$ cat src/hw/rv_isa_pkg.sv
// RV32I data types, instruction format structs, instruction union, opcodes and funct codes
package rv_isa_pkg;

    localparam int xlen_c = 32;             // Width of one integer word

    typedef logic [4:0]        reg_addr_t;
    typedef logic [xlen_c-1:0] word_t;

    // Major opcodes of the supported instructions
    localparam logic [6:0] op_lui_c    = 7'b0110111;
    localparam logic [6:0] op_op_c     = 7'b0110011; // R-type ALU
    localparam logic [6:0] op_op_imm_c = 7'b0010011; // I-type ALU
    localparam logic [6:0] op_load_c   = 7'b0000011;
    localparam logic [6:0] op_store_c  = 7'b0100011;
    localparam logic [6:0] op_branch_c = 7'b1100011;

    // ALU funct3, shared by OP and OP-IMM
    localparam logic [2:0] f3_add_c  = 3'b000;       // ADD/SUB
    localparam logic [2:0] f3_sll_c  = 3'b001;
    localparam logic [2:0] f3_slt_c  = 3'b010;
    localparam logic [2:0] f3_sltu_c = 3'b011;
    localparam logic [2:0] f3_xor_c  = 3'b100;
    localparam logic [2:0] f3_sr_c   = 3'b101;       // SRL/SRA
    localparam logic [2:0] f3_or_c   = 3'b110;
    localparam logic [2:0] f3_and_c  = 3'b111;

    // Branch funct3
    localparam logic [2:0] f3_beq_c  = 3'b000;
    localparam logic [2:0] f3_bne_c  = 3'b001;
    localparam logic [2:0] f3_blt_c  = 3'b100;
    localparam logic [2:0] f3_bge_c  = 3'b101;
    localparam logic [2:0] f3_bltu_c = 3'b110;
    localparam logic [2:0] f3_bgeu_c = 3'b111;

    localparam int alt_bit_c = 5;           // funct7 bit for SUB and SRA

    typedef struct packed {
        logic [6:0] funct7;
        reg_addr_t  rs2;
        reg_addr_t  rs1;
        logic [2:0] funct3;
        reg_addr_t  rd;
        logic [6:0] opcode;
    } r_fmt_t;

    typedef struct packed {
        logic [11:0] imm_11_0;
        reg_addr_t   rs1;
        logic [2:0]  funct3;
        reg_addr_t   rd;
        logic [6:0]  opcode;
    } i_fmt_t;

    typedef struct packed {
        logic [6:0] imm_11_5;
        reg_addr_t  rs2;
        reg_addr_t  rs1;
        logic [2:0] funct3;
        logic [4:0] imm_4_0;
        logic [6:0] opcode;
    } s_fmt_t;

    // Branch offset bits are scattered, bit 0 is implied zero
    typedef struct packed {
        logic       imm_12;
        logic [5:0] imm_10_5;
        reg_addr_t  rs2;
        reg_addr_t  rs1;
        logic [2:0] funct3;
        logic [3:0] imm_4_1;
        logic       imm_11;
        logic [6:0] opcode;
    } b_fmt_t;

    typedef struct packed {
        logic [19:0] imm_31_12;
        reg_addr_t   rd;
        logic [6:0]  opcode;
    } u_fmt_t;

    // One fetched word, seen through each format
    typedef union packed {
        r_fmt_t r;
        i_fmt_t i;
        s_fmt_t s;
        b_fmt_t b;
        u_fmt_t u;
        word_t  raw;
    } instr_t;

endpackage
$ cat src/hw/core_ctrl_pkg.sv
// Core FSM states, ALU operations, operand selects, control word and memory request
package core_ctrl_pkg;
    import rv_isa_pkg::*;

    typedef enum logic [2:0] {
        state_fetch,
        state_decode,
        state_execute,
        state_memory,
        state_writeback,
        state_branch,
        state_lui
    } state_e;

    typedef enum logic [3:0] {
        alu_add, alu_sub, alu_sll, alu_slt, alu_sltu,
        alu_xor, alu_srl, alu_sra, alu_or, alu_and
    } alu_op_e;

    typedef enum logic [1:0] {
        src_a_pc,
        src_a_old_pc,   // PC of the instruction in the IR
        src_a_rs1,
        src_a_zero
    } src_a_e;

    typedef enum logic [1:0] {
        src_b_rs2,
        src_b_four,
        src_b_imm
    } src_b_e;

    typedef struct packed {
        logic    pc_write;      // PC <= ALU result
        logic    branch;        // PC <= alu_out when condition holds
        logic    branch_invert; // Taken on nonzero compare result
        logic    iord;          // Address from alu_out, else PC
        logic    ir_write;
        src_a_e  src_a;
        src_b_e  src_b;
        alu_op_e alu_op;
        logic    reg_write;
        logic    wb_mdr;        // Write back mdr, else the ALU result
        logic    mem_read;
        logic    mem_write;
    } ctrl_t;

    typedef struct packed {
        word_t addr;
        word_t wdata;
        logic  read;
        logic  write;
    } mem_req_t;

    localparam word_t pc_step_c = 32'd4;

    // Nothing written, nothing strobed
    localparam ctrl_t ctrl_idle_c = '{
        pc_write: 1'b0, branch: 1'b0, branch_invert: 1'b0, iord: 1'b0,
        ir_write: 1'b0, src_a: src_a_pc, src_b: src_b_rs2, alu_op: alu_add,
        reg_write: 1'b0, wb_mdr: 1'b0, mem_read: 1'b0, mem_write: 1'b0
    };

endpackage

$ cat src/hw/cpu_core.sv
// Multi-cycle RV32I core top level with control FSM and datapath
`timescale 1ns/1ps

module cpu_core import rv_isa_pkg::*, core_ctrl_pkg::*; (
    input  logic     clk,
    input  logic     reset,
    input  word_t    mem_rdata,
    output mem_req_t mem_req
);

    ctrl_t  ctrl;
    instr_t instr;

    control_fsm i_control_fsm (
        .clk   (clk),
        .reset (reset),
        .instr (instr),
        .ctrl  (ctrl)
    );

    datapath i_datapath (
        .clk       (clk),
        .reset     (reset),
        .ctrl      (ctrl),
        .mem_rdata (mem_rdata),
        .mem_req   (mem_req),
        .instr     (instr)
    );

endmodule

$ cat src/hw/datapath.sv
// Core datapath: PC, IR, temporary registers, operand muxes, write-back and branch decision
`timescale 1ns/1ps

module datapath import rv_isa_pkg::*, core_ctrl_pkg::*; (
    input  logic     clk,
    input  logic     reset,
    input  ctrl_t    ctrl,
    input  word_t    mem_rdata,
    output mem_req_t mem_req,
    output instr_t   instr
);

    word_t  pc;
    word_t  old_pc;     // PC of the instruction held in ir
    instr_t ir;
    word_t  a;
    word_t  b;
    word_t  alu_out;
    word_t  mdr;

    word_t  rdata1;
    word_t  rdata2;
    word_t  imm;
    word_t  alu_a;
    word_t  alu_b;
    word_t  alu_result;
    word_t  wb_data;
    logic   zero;
    logic   take_branch;

    reg_file i_reg_file (
        .clk    (clk),
        .reset  (reset),
        .rs1    (ir.r.rs1),
        .rs2    (ir.r.rs2),
        .rd     (ir.r.rd),
        .we     (ctrl.reg_write),
        .wdata  (wb_data),
        .rdata1 (rdata1),
        .rdata2 (rdata2)
    );

    imm_gen i_imm_gen (
        .instr (ir),
        .imm   (imm)
    );

    alu i_alu (
        .op     (ctrl.alu_op),
        .a      (alu_a),
        .b      (alu_b),
        .result (alu_result)
    );

    always_comb begin
        case (ctrl.src_a)
            src_a_pc:     alu_a = pc;
            src_a_old_pc: alu_a = old_pc;
            src_a_rs1:    alu_a = a;
            default:      alu_a = '0;
        endcase
    end

    always_comb begin
        case (ctrl.src_b)
            src_b_rs2:  alu_b = b;
            src_b_four: alu_b = pc_step_c;
            src_b_imm:  alu_b = imm;
            default:    alu_b = '0;
        endcase
    end

    assign wb_data = ctrl.wb_mdr ? mdr : alu_result;

    // Compare result of zero means equal or not less than
    assign zero        = (alu_result == '0);
    assign take_branch = ctrl.branch & (zero ^ ctrl.branch_invert);

    always_ff @(posedge clk or posedge reset) begin
        if (reset) begin
            pc      <= '0;
            old_pc  <= '0;
            ir.raw  <= '0;
            a       <= '0;
            b       <= '0;
            alu_out <= '0;
            mdr     <= '0;
        end else begin
            if (ctrl.pc_write) begin
                pc <= alu_result;
            end else if (take_branch) begin
                pc <= alu_out;      // Target computed in decode
            end
            if (ctrl.ir_write) begin
                ir.raw <= mem_rdata;
                old_pc <= pc;
            end
            a       <= rdata1;
            b       <= rdata2;
            alu_out <= alu_result;
            mdr     <= mem_rdata;
        end
    end

    assign mem_req.addr  = ctrl.iord ? alu_out : pc;
    assign mem_req.wdata = b;
    assign mem_req.read  = ctrl.mem_read;
    assign mem_req.write = ctrl.mem_write;

    assign instr = ir;

endmodule

$ cat src/hw/control_fsm.sv
// Multi-cycle control FSM with state register, next-state logic and control word decode
`timescale 1ns/1ps

module control_fsm import rv_isa_pkg::*, core_ctrl_pkg::*; (
    input  logic   clk,
    input  logic   reset,
    input  instr_t instr,
    output ctrl_t  ctrl
);

    state_e     state;
    state_e     state_next;
    logic [6:0] opcode;

    assign opcode = instr.r.opcode;

    // ALU operation and operands of an OP, OP-IMM, LOAD or STORE
    function automatic ctrl_t exec_word(instr_t ins);
        ctrl_t w;
        logic  is_op;
        w     = ctrl_idle_c;
        is_op = (ins.r.opcode == op_op_c);
        w.src_a = src_a_rs1;
        w.src_b = is_op ? src_b_rs2 : src_b_imm;
        if (is_op || ins.r.opcode == op_op_imm_c) begin
            case (ins.r.funct3)
                f3_add_c:  w.alu_op = (is_op && ins.r.funct7[alt_bit_c]) ? alu_sub : alu_add;
                f3_sll_c:  w.alu_op = alu_sll;
                f3_slt_c:  w.alu_op = alu_slt;
                f3_sltu_c: w.alu_op = alu_sltu;
                f3_xor_c:  w.alu_op = alu_xor;
                f3_sr_c:   w.alu_op = ins.r.funct7[alt_bit_c] ? alu_sra : alu_srl;
                f3_or_c:   w.alu_op = alu_or;
                f3_and_c:  w.alu_op = alu_and;
                default:   w.alu_op = alu_add;
            endcase
        end
        return w;   // Loads and stores keep add for the address
    endfunction

    always_ff @(posedge clk or posedge reset) begin
        if (reset) begin
            state <= state_fetch;
        end else begin
            state <= state_next;
        end
    end

    always_comb begin
        state_next = state_fetch;
        case (state)
            state_fetch: state_next = state_decode;
            state_decode: begin
                case (opcode)
                    op_op_c, op_op_imm_c, op_load_c, op_store_c: state_next = state_execute;
                    op_branch_c: state_next = state_branch;
                    op_lui_c:    state_next = state_lui;
                    default:     state_next = state_fetch; // Unknown opcode is skipped
                endcase
            end
            state_execute: begin
                if (opcode == op_load_c || opcode == op_store_c) begin
                    state_next = state_memory;
                end else begin
                    state_next = state_writeback;
                end
            end
            state_memory: state_next = (opcode == op_load_c) ? state_writeback : state_fetch;
            default:      state_next = state_fetch;
        endcase
    end

    always_comb begin
        ctrl = ctrl_idle_c;
        case (state)
            state_fetch: begin
                ctrl.mem_read = 1'b1;
                ctrl.ir_write = 1'b1;
                ctrl.src_a    = src_a_pc;
                ctrl.src_b    = src_b_four;
                ctrl.pc_write = 1'b1;
            end
            state_decode: begin
                // Branch target into alu_out
                ctrl.src_a = src_a_old_pc;
                ctrl.src_b = src_b_imm;
            end
            state_execute: ctrl = exec_word(instr);
            state_memory: begin
                ctrl.iord      = 1'b1;
                ctrl.mem_read  = (opcode == op_load_c);
                ctrl.mem_write = (opcode == op_store_c);
            end
            state_writeback: begin
                // ALU work of execute repeated so the result goes straight to rd
                ctrl           = exec_word(instr);
                ctrl.reg_write = 1'b1;
                ctrl.wb_mdr    = (opcode == op_load_c);
            end
            state_branch: begin
                ctrl.src_a  = src_a_rs1;
                ctrl.src_b  = src_b_rs2;
                ctrl.branch = 1'b1;
                case (instr.b.funct3)
                    f3_beq_c:  ctrl.alu_op = alu_sub;
                    f3_bne_c: begin
                        ctrl.alu_op        = alu_sub;
                        ctrl.branch_invert = 1'b1;
                    end
                    f3_blt_c: begin
                        ctrl.alu_op        = alu_slt;
                        ctrl.branch_invert = 1'b1;
                    end
                    f3_bge_c:  ctrl.alu_op = alu_slt;
                    f3_bltu_c: begin
                        ctrl.alu_op        = alu_sltu;
                        ctrl.branch_invert = 1'b1;
                    end
                    f3_bgeu_c: ctrl.alu_op = alu_sltu;
                    default:   ctrl.branch = 1'b0;  // Reserved funct3 is never taken
                endcase
            end
            state_lui: begin
                ctrl.src_a     = src_a_zero;
                ctrl.src_b     = src_b_imm;
                ctrl.reg_write = 1'b1;
            end
            default: ctrl = ctrl_idle_c;
        endcase
    end

endmodule

$ cat src/hw/reg_file.sv
// Register file with 31 writable registers and a zero register x0
`timescale 1ns/1ps

module reg_file import rv_isa_pkg::*; (
    input  logic      clk,
    input  logic      reset,
    input  reg_addr_t rs1,
    input  reg_addr_t rs2,
    input  reg_addr_t rd,
    input  logic      we,
    input  word_t     wdata,
    output word_t     rdata1,
    output word_t     rdata2
);

    word_t regs [1:31];

    always_ff @(posedge clk or posedge reset) begin
        if (reset) begin
            for (int i = 1; i < 32; i++) begin
                regs[i] <= '0;
            end
        end else if (we && rd != '0) begin
            regs[rd] <= wdata;
        end
    end

    assign rdata1 = (rs1 == '0) ? '0 : regs[rs1];
    assign rdata2 = (rs2 == '0) ? '0 : regs[rs2];

endmodule

$ cat src/hw/imm_gen.sv
// Immediate generator for the I, S, B and U instruction formats
`timescale 1ns/1ps

module imm_gen import rv_isa_pkg::*; (
    input  instr_t instr,
    output word_t  imm
);

    always_comb begin
        case (instr.i.opcode)
            op_op_imm_c, op_load_c: begin
                imm = {{20{instr.i.imm_11_0[11]}}, instr.i.imm_11_0};
            end
            op_store_c: begin
                imm = {{20{instr.s.imm_11_5[6]}}, instr.s.imm_11_5, instr.s.imm_4_0};
            end
            op_branch_c: begin
                // Offset in halfwords, low bit always zero
                imm = {{19{instr.b.imm_12}}, instr.b.imm_12, instr.b.imm_11,
                       instr.b.imm_10_5, instr.b.imm_4_1, 1'b0};
            end
            op_lui_c: imm = {instr.u.imm_31_12, 12'b0};
            default:  imm = '0;  // R-type and unknown
        endcase
    end

endmodule

$ cat src/hw/alu.sv
// 32-bit integer ALU for the RV32I arithmetic, logic, shift and compare operations
`timescale 1ns/1ps

module alu import rv_isa_pkg::*, core_ctrl_pkg::*; (
    input  alu_op_e op,
    input  word_t   a,
    input  word_t   b,
    output word_t   result
);

    logic [4:0] shamt;

    assign shamt = b[4:0];  // Upper bits of the amount are ignored

    always_comb begin
        case (op)
            alu_add:  result = a + b;
            alu_sub:  result = a - b;
            alu_sll:  result = a << shamt;
            alu_slt:  result = {31'b0, $signed(a) < $signed(b)};
            alu_sltu: result = {31'b0, a < b};
            alu_xor:  result = a ^ b;
            alu_srl:  result = a >> shamt;
            alu_sra:  result = word_t'($signed(a) >>> shamt);
            alu_or:   result = a | b;
            alu_and:  result = a & b;
            default:  result = '0;
        endcase
    end

endmodule

$ cat config.mk
export PLATFORM = sky130hd
export DESIGN_NAME = cpu_core
export DESIGN_NICKNAME = d
export VERILOG_FILES = /design/src/hw/rv_isa_pkg.sv /design/src/hw/core_ctrl_pkg.sv /design/src/hw/cpu_core.sv /design/src/hw/datapath.sv /design/src/hw/control_fsm.sv /design/src/hw/reg_file.sv /design/src/hw/imm_gen.sv /design/src/hw/alu.sv
export SDC_FILE = /design/constraint.sdc
export NUM_CORES = 2
export LEC_CHECK = 0
export BUFFER_PORTS_ARGS = -buffer_cell sky130_fd_sc_hd__buf_2
export CORE_UTILIZATION = 45
export CTS_BUF_LIST = sky130_fd_sc_hd__clkbuf_2
export CTS_CLUSTER_DIAMETER = 100
export DETAILED_ROUTE_END_ITERATION = 12
export HOLD_SLACK_MARGIN = 0.15
export PLACE_DENSITY = 0.7
export SLEW_MARGIN = 10
export SYNTH_ARGS = -nofsm -noshare
export SYNTH_HDL_FRONTEND = slang
export SYNTH_SLANG_ARGS = --single-unit
$ cat constraint.sdc
create_clock -name clk -period 37.9 [get_ports clk]
set_clock_uncertainty 0.1 [all_clocks]
set_input_delay 0 -clock clk [delete_from_list [all_inputs] [get_ports clk]]
set_output_delay 0 -clock clk [all_outputs]
set_load 0.005 [all_outputs]
==> impl_metrics.py <==
metrics = {
    "die": {
        "die_y_um": 398.3,
        "rows": 145,
        "io_pins": 100,
        "start_util_pct": 45.30,
        "core_sq_um": 156000,
        "dieArea_sq_um": 158600,
        "die_w_um": 398.3,
    },
    "power": {
        "ir_worst_vdd_mv": 0.07020,
        "p_seq_share_pct": 31.1,
        "leakage_nw": 33.89,
        "p_sw_share_pct": 50.40,
        "p_clk_share_pct": 17.5,
        "power.switching_mw": 2.575,
        "power_density_nw_per_um2": 66.53,
        "internal_power_mw": 2.535,
        "combPwrFrac_pct": 51.4,
    },
    "cts": {
        "clk_path_buf_depth": 4,
        "clock-sinks": 1219,
        "htreeDepth": 5,
        "clkTransAtPathRegs_ns": 0.12,
        "postCtsSetupBuffers": 0,
        "numCtsBuffers": 333,
        "cts_tree": "done",
        "worstSkewPairLatency_ns": 1.74,
        "clk_root_buffer_cell": "clkbuf_2",
    },
    "synthesis": {
        "synth.distinct_cells": 106,
        "syn-mean-instance-area_sq_um": 10.36,
        "netlist.area_leader.share_pct": 43.16,
        "synth_top_area_cell": "dfrtp_1",
        "synth_area_leaders": "dfrtp_1, mux4_2, o21ai_0, nand2_1, clkbuf_1",
        "synth_warnings": 0,
        "synth_seq_area_share_pct": 43.16,
        "ys_ff_latch": 1219,
        "netlist_instances": 6820,
        "ys_async_sr_fraction_pct": 100.0,
        "post_synth_instance_area_sq_um": 70670,
        "synth_top_flop_cell": "dfrtp_1",
        "syn_nets": 6953,
        "synth-edff-count": 0,
    },
    "finish": {
        "fin_cells": 9160,
        "syn2layout_area_growth_pct": 8.696,
        "layout_common_cells": "nand2_1, dfrtp_1, o21ai_0",
        "layout-drive-gt1-share_pct": 23.04,
        "final_nets": 7020,
        "layout_commonest_cell": "nand2_1",
    },
    "setup_path": {
        "setup.worst_path.class": "flop to flop",
        "cp_slowest_cell": "or3_4",
        "crit_family": "compound AO/OA/AOI/OAI gates",
        "max_stage_delay_ns": 0.69,
        "worstPathRequired_ns": 39.32,
        "crit_arrival_ns": 11.43,
        "critical_path.startpoint_type": "flop",
        "path_max_fanout": 54,
        "crit_buf_inv": 6,
        "rrSetupSlack_ns": 27.89,
        "crit_top_cell": "buf_4",
        "end_kind": "flop",
    },
    "placement": {
        "globalplace.congestion": 1.096,
        "port_buffers": 99,
        "dp_cells": 8478,
        "dp.final_hpwl_um": 185800,
    },
    "timing": {
        "max_freq_ghz": 0.09990,
        "min_period_ns": 10.01,
        "post-route-period-util_pct": 26.41,
        "tns_ns": 0,
        "hold_viol_final": 0,
        "slew_headroom_pct": 15.66,
        "finalMaxSlewViolations": 0,
        "worst_pin_slew_ns": 1.233,
        "rsz0062_at_grt": "no",
        "finalSetupViolations": 0,
    },
    "route": {
        "ant_nets": 0,
        "wl_per_cell_um": 31.24,
        "route.met3.wl_um": 32190,
        "top_layer_used": "met5",
        "wl_met1_um": 110500,
        "drc": 0,
        "wl_met2_um": 123600,
        "via_count": 59870,
        "avgViaCountPerCell": 6.536,
        "firstDrtPassIters": 6,
        "drt_iter0_drc": 7580,
        "wl_um": 286100,
    },
    "global_route": {
        "grt_overflow_total": 0,
        "grt_pass1_wl_um": 413900,
        "first_global_vias": 58800,
        "grt_max_degree": 156,
        "antenna_found_initial": 13,
        "track_usage_pct": 36.16,
    },
    "job": {
        "maxCapViolations": 0,
    },
    "hold_path": {
        "hp-class": "flop to flop",
    },
    "status": {
        "outcome": "complete, no violations",
    },
}
[Yosys cell counts (all sizes together) (13+ instances only)]
master	number
or3	15
buf	145
a21o	34
a31oi	20
mux2i	86
mux2	201
o21bai	13
o31ai	19
o211ai	82
nor3b	15
a221oi	20
nand4	19
o221ai	20
and2	15
a221o	17
dfrtp	1219
mux4	577
o21ai	1198
a22oi	43
a21oi	137
nand3	47
inv	127
a32o	20
ha	97
nor2b	57
clkbuf	504
a211oi	67
a2111oi	19
nor4	17
nand2	1426
nor2	186
nand2b	18
o22ai	22
a22o	68
nor3	64
[worst paths after layout]
check / start / cells after the start / to
hold reg to reg: i_datapath.pc[10] / 2 / i_datapath.old_pc[10]
setup reg to reg: i_control_fsm.state[0] / 27 / i_datapath.pc[10]
hold / removal: i_datapath.pc[10] / 2 / i_datapath.old_pc[10]
max in group asynchronous: reset / 10 / i_datapath.i_reg_file.regs[33]
setup / recovery: i_control_fsm.state[0] / 27 / i_datapath.pc[10]
min in group asynchronous: reset / 7 / i_datapath.i_reg_file.regs[562]
[state kept, by name, indices dropped and copies added (netlist names)]
name                        count
i_datapath.instr               32
i_datapath.i_reg_file.regs    992
i_control_fsm.state             3
i_datapath.alu_out             32
i_datapath.old_pc              32
i_datapath.b                   32
i_datapath.pc                  32
i_datapath.a                   32
i_datapath.mdr                 32
[final cells by class]
| type | instances | area (sq um) |
|---|---|---|
| fillers | 14250 | 79210 |
| multi-input cells | 4824 | 37540 |
| flip-flops and latches | 1219 | 30540 |
| repair buffers | 381 | 2985 |
| well taps | 2058 | 2575 |
| clock buffers | 465 | 2327 |
| inverters | 128 | 488.0 |
| clock inverters | 71 | 327.8 |
| diodes | 14 | 35.03 |
[kinds of logic after synthesis]
logic type | after synthesis | share of synthesized area (%)
AOI/OAI and AO/OA | 1911 | 16.24
xor gates and xnor gates | 10 | 0.1346
adders and majority gates | 99 | 1.774
buffers and inverters | 777 | 4.398
DFF | 1219 | 43.16
muxes | 864 | 22.81
and+or+nand+nor | 1940 | 11.48
[metrics by stage]
step	worst slack, ns	hold slack [ns]	utilization (%)	total power [mW]	area [sq um]
floorplan	3.455	-0.06857	-	3.136	70670
CTS	28.46	0.1591	49.21	5.031	76780
detailed placement	28.50	0.07900	46.65	4.131	72780
global route	27.56	0.2364	49.23	5.295	76800
finish	27.89	0.3657	49.24	5.110	76820
global placement	28.72	0.07270	46.65	4.140	72780
[what timing repair did]
| action | 4_1_cts | 5_1_grt |
|---|---|---|
| hold buffers | 132 | 0 |
| resized for setup | 0 | 0 |
| hold endpoints to repair | 779 | 0 |
[layer usage]
metal / vias to the layer above / GRT usage [%]
li1: 25240 / -
met1: 30010 / 48.15
met2: 3708 / 52.40
met3: 898 / 10.03
met4: 12 / 22.42
met5: - / 0
[power groups by stage]
| stage | registers (mW) | clock network [mW] | logic (mW) |
|---|---|---|---|
| finish | 1.59 | 0.895 | 2.63 |
| global route | 1.60 | 0.975 | 2.72 |
| CTS | 1.58 | 0.907 | 2.54 |
| detailed placement | 1.61 | 0 | 2.52 |
| global placement | 1.60 | 0 | 2.54 |
| floorplan | 1.47 | 0 | 1.66 |
[worst reg2reg max path: stages, from the launching register on]
cell       delay [ns]
dfrtp_4          0.65
buf_4            0.60
or3_4            0.70
o21ai_1          0.19
a31oi_1          0.32
nand2_2          0.14
buf_4            0.26
inv_2            0.09
buf_4            0.38
ha_1             0.37
o21bai_1         0.28
a211oi_1         0.15
o21bai_1         0.25
o221ai_1         0.18
a2bb2oi_1        0.18
a221oi_1         0.65
o211ai_1         0.45
a221oi_1         0.53
inv_1            0.13
nor3_1           0.48
nand4_1          0.25
nor4_1           0.39
nand4_1          0.21
nor4_2           0.41
a211oi_1         0.14
nor3_4           0.53
buf_4            0.47
mux2_1           0.39
No activity file was read; power rests on OpenSTA's default activity.
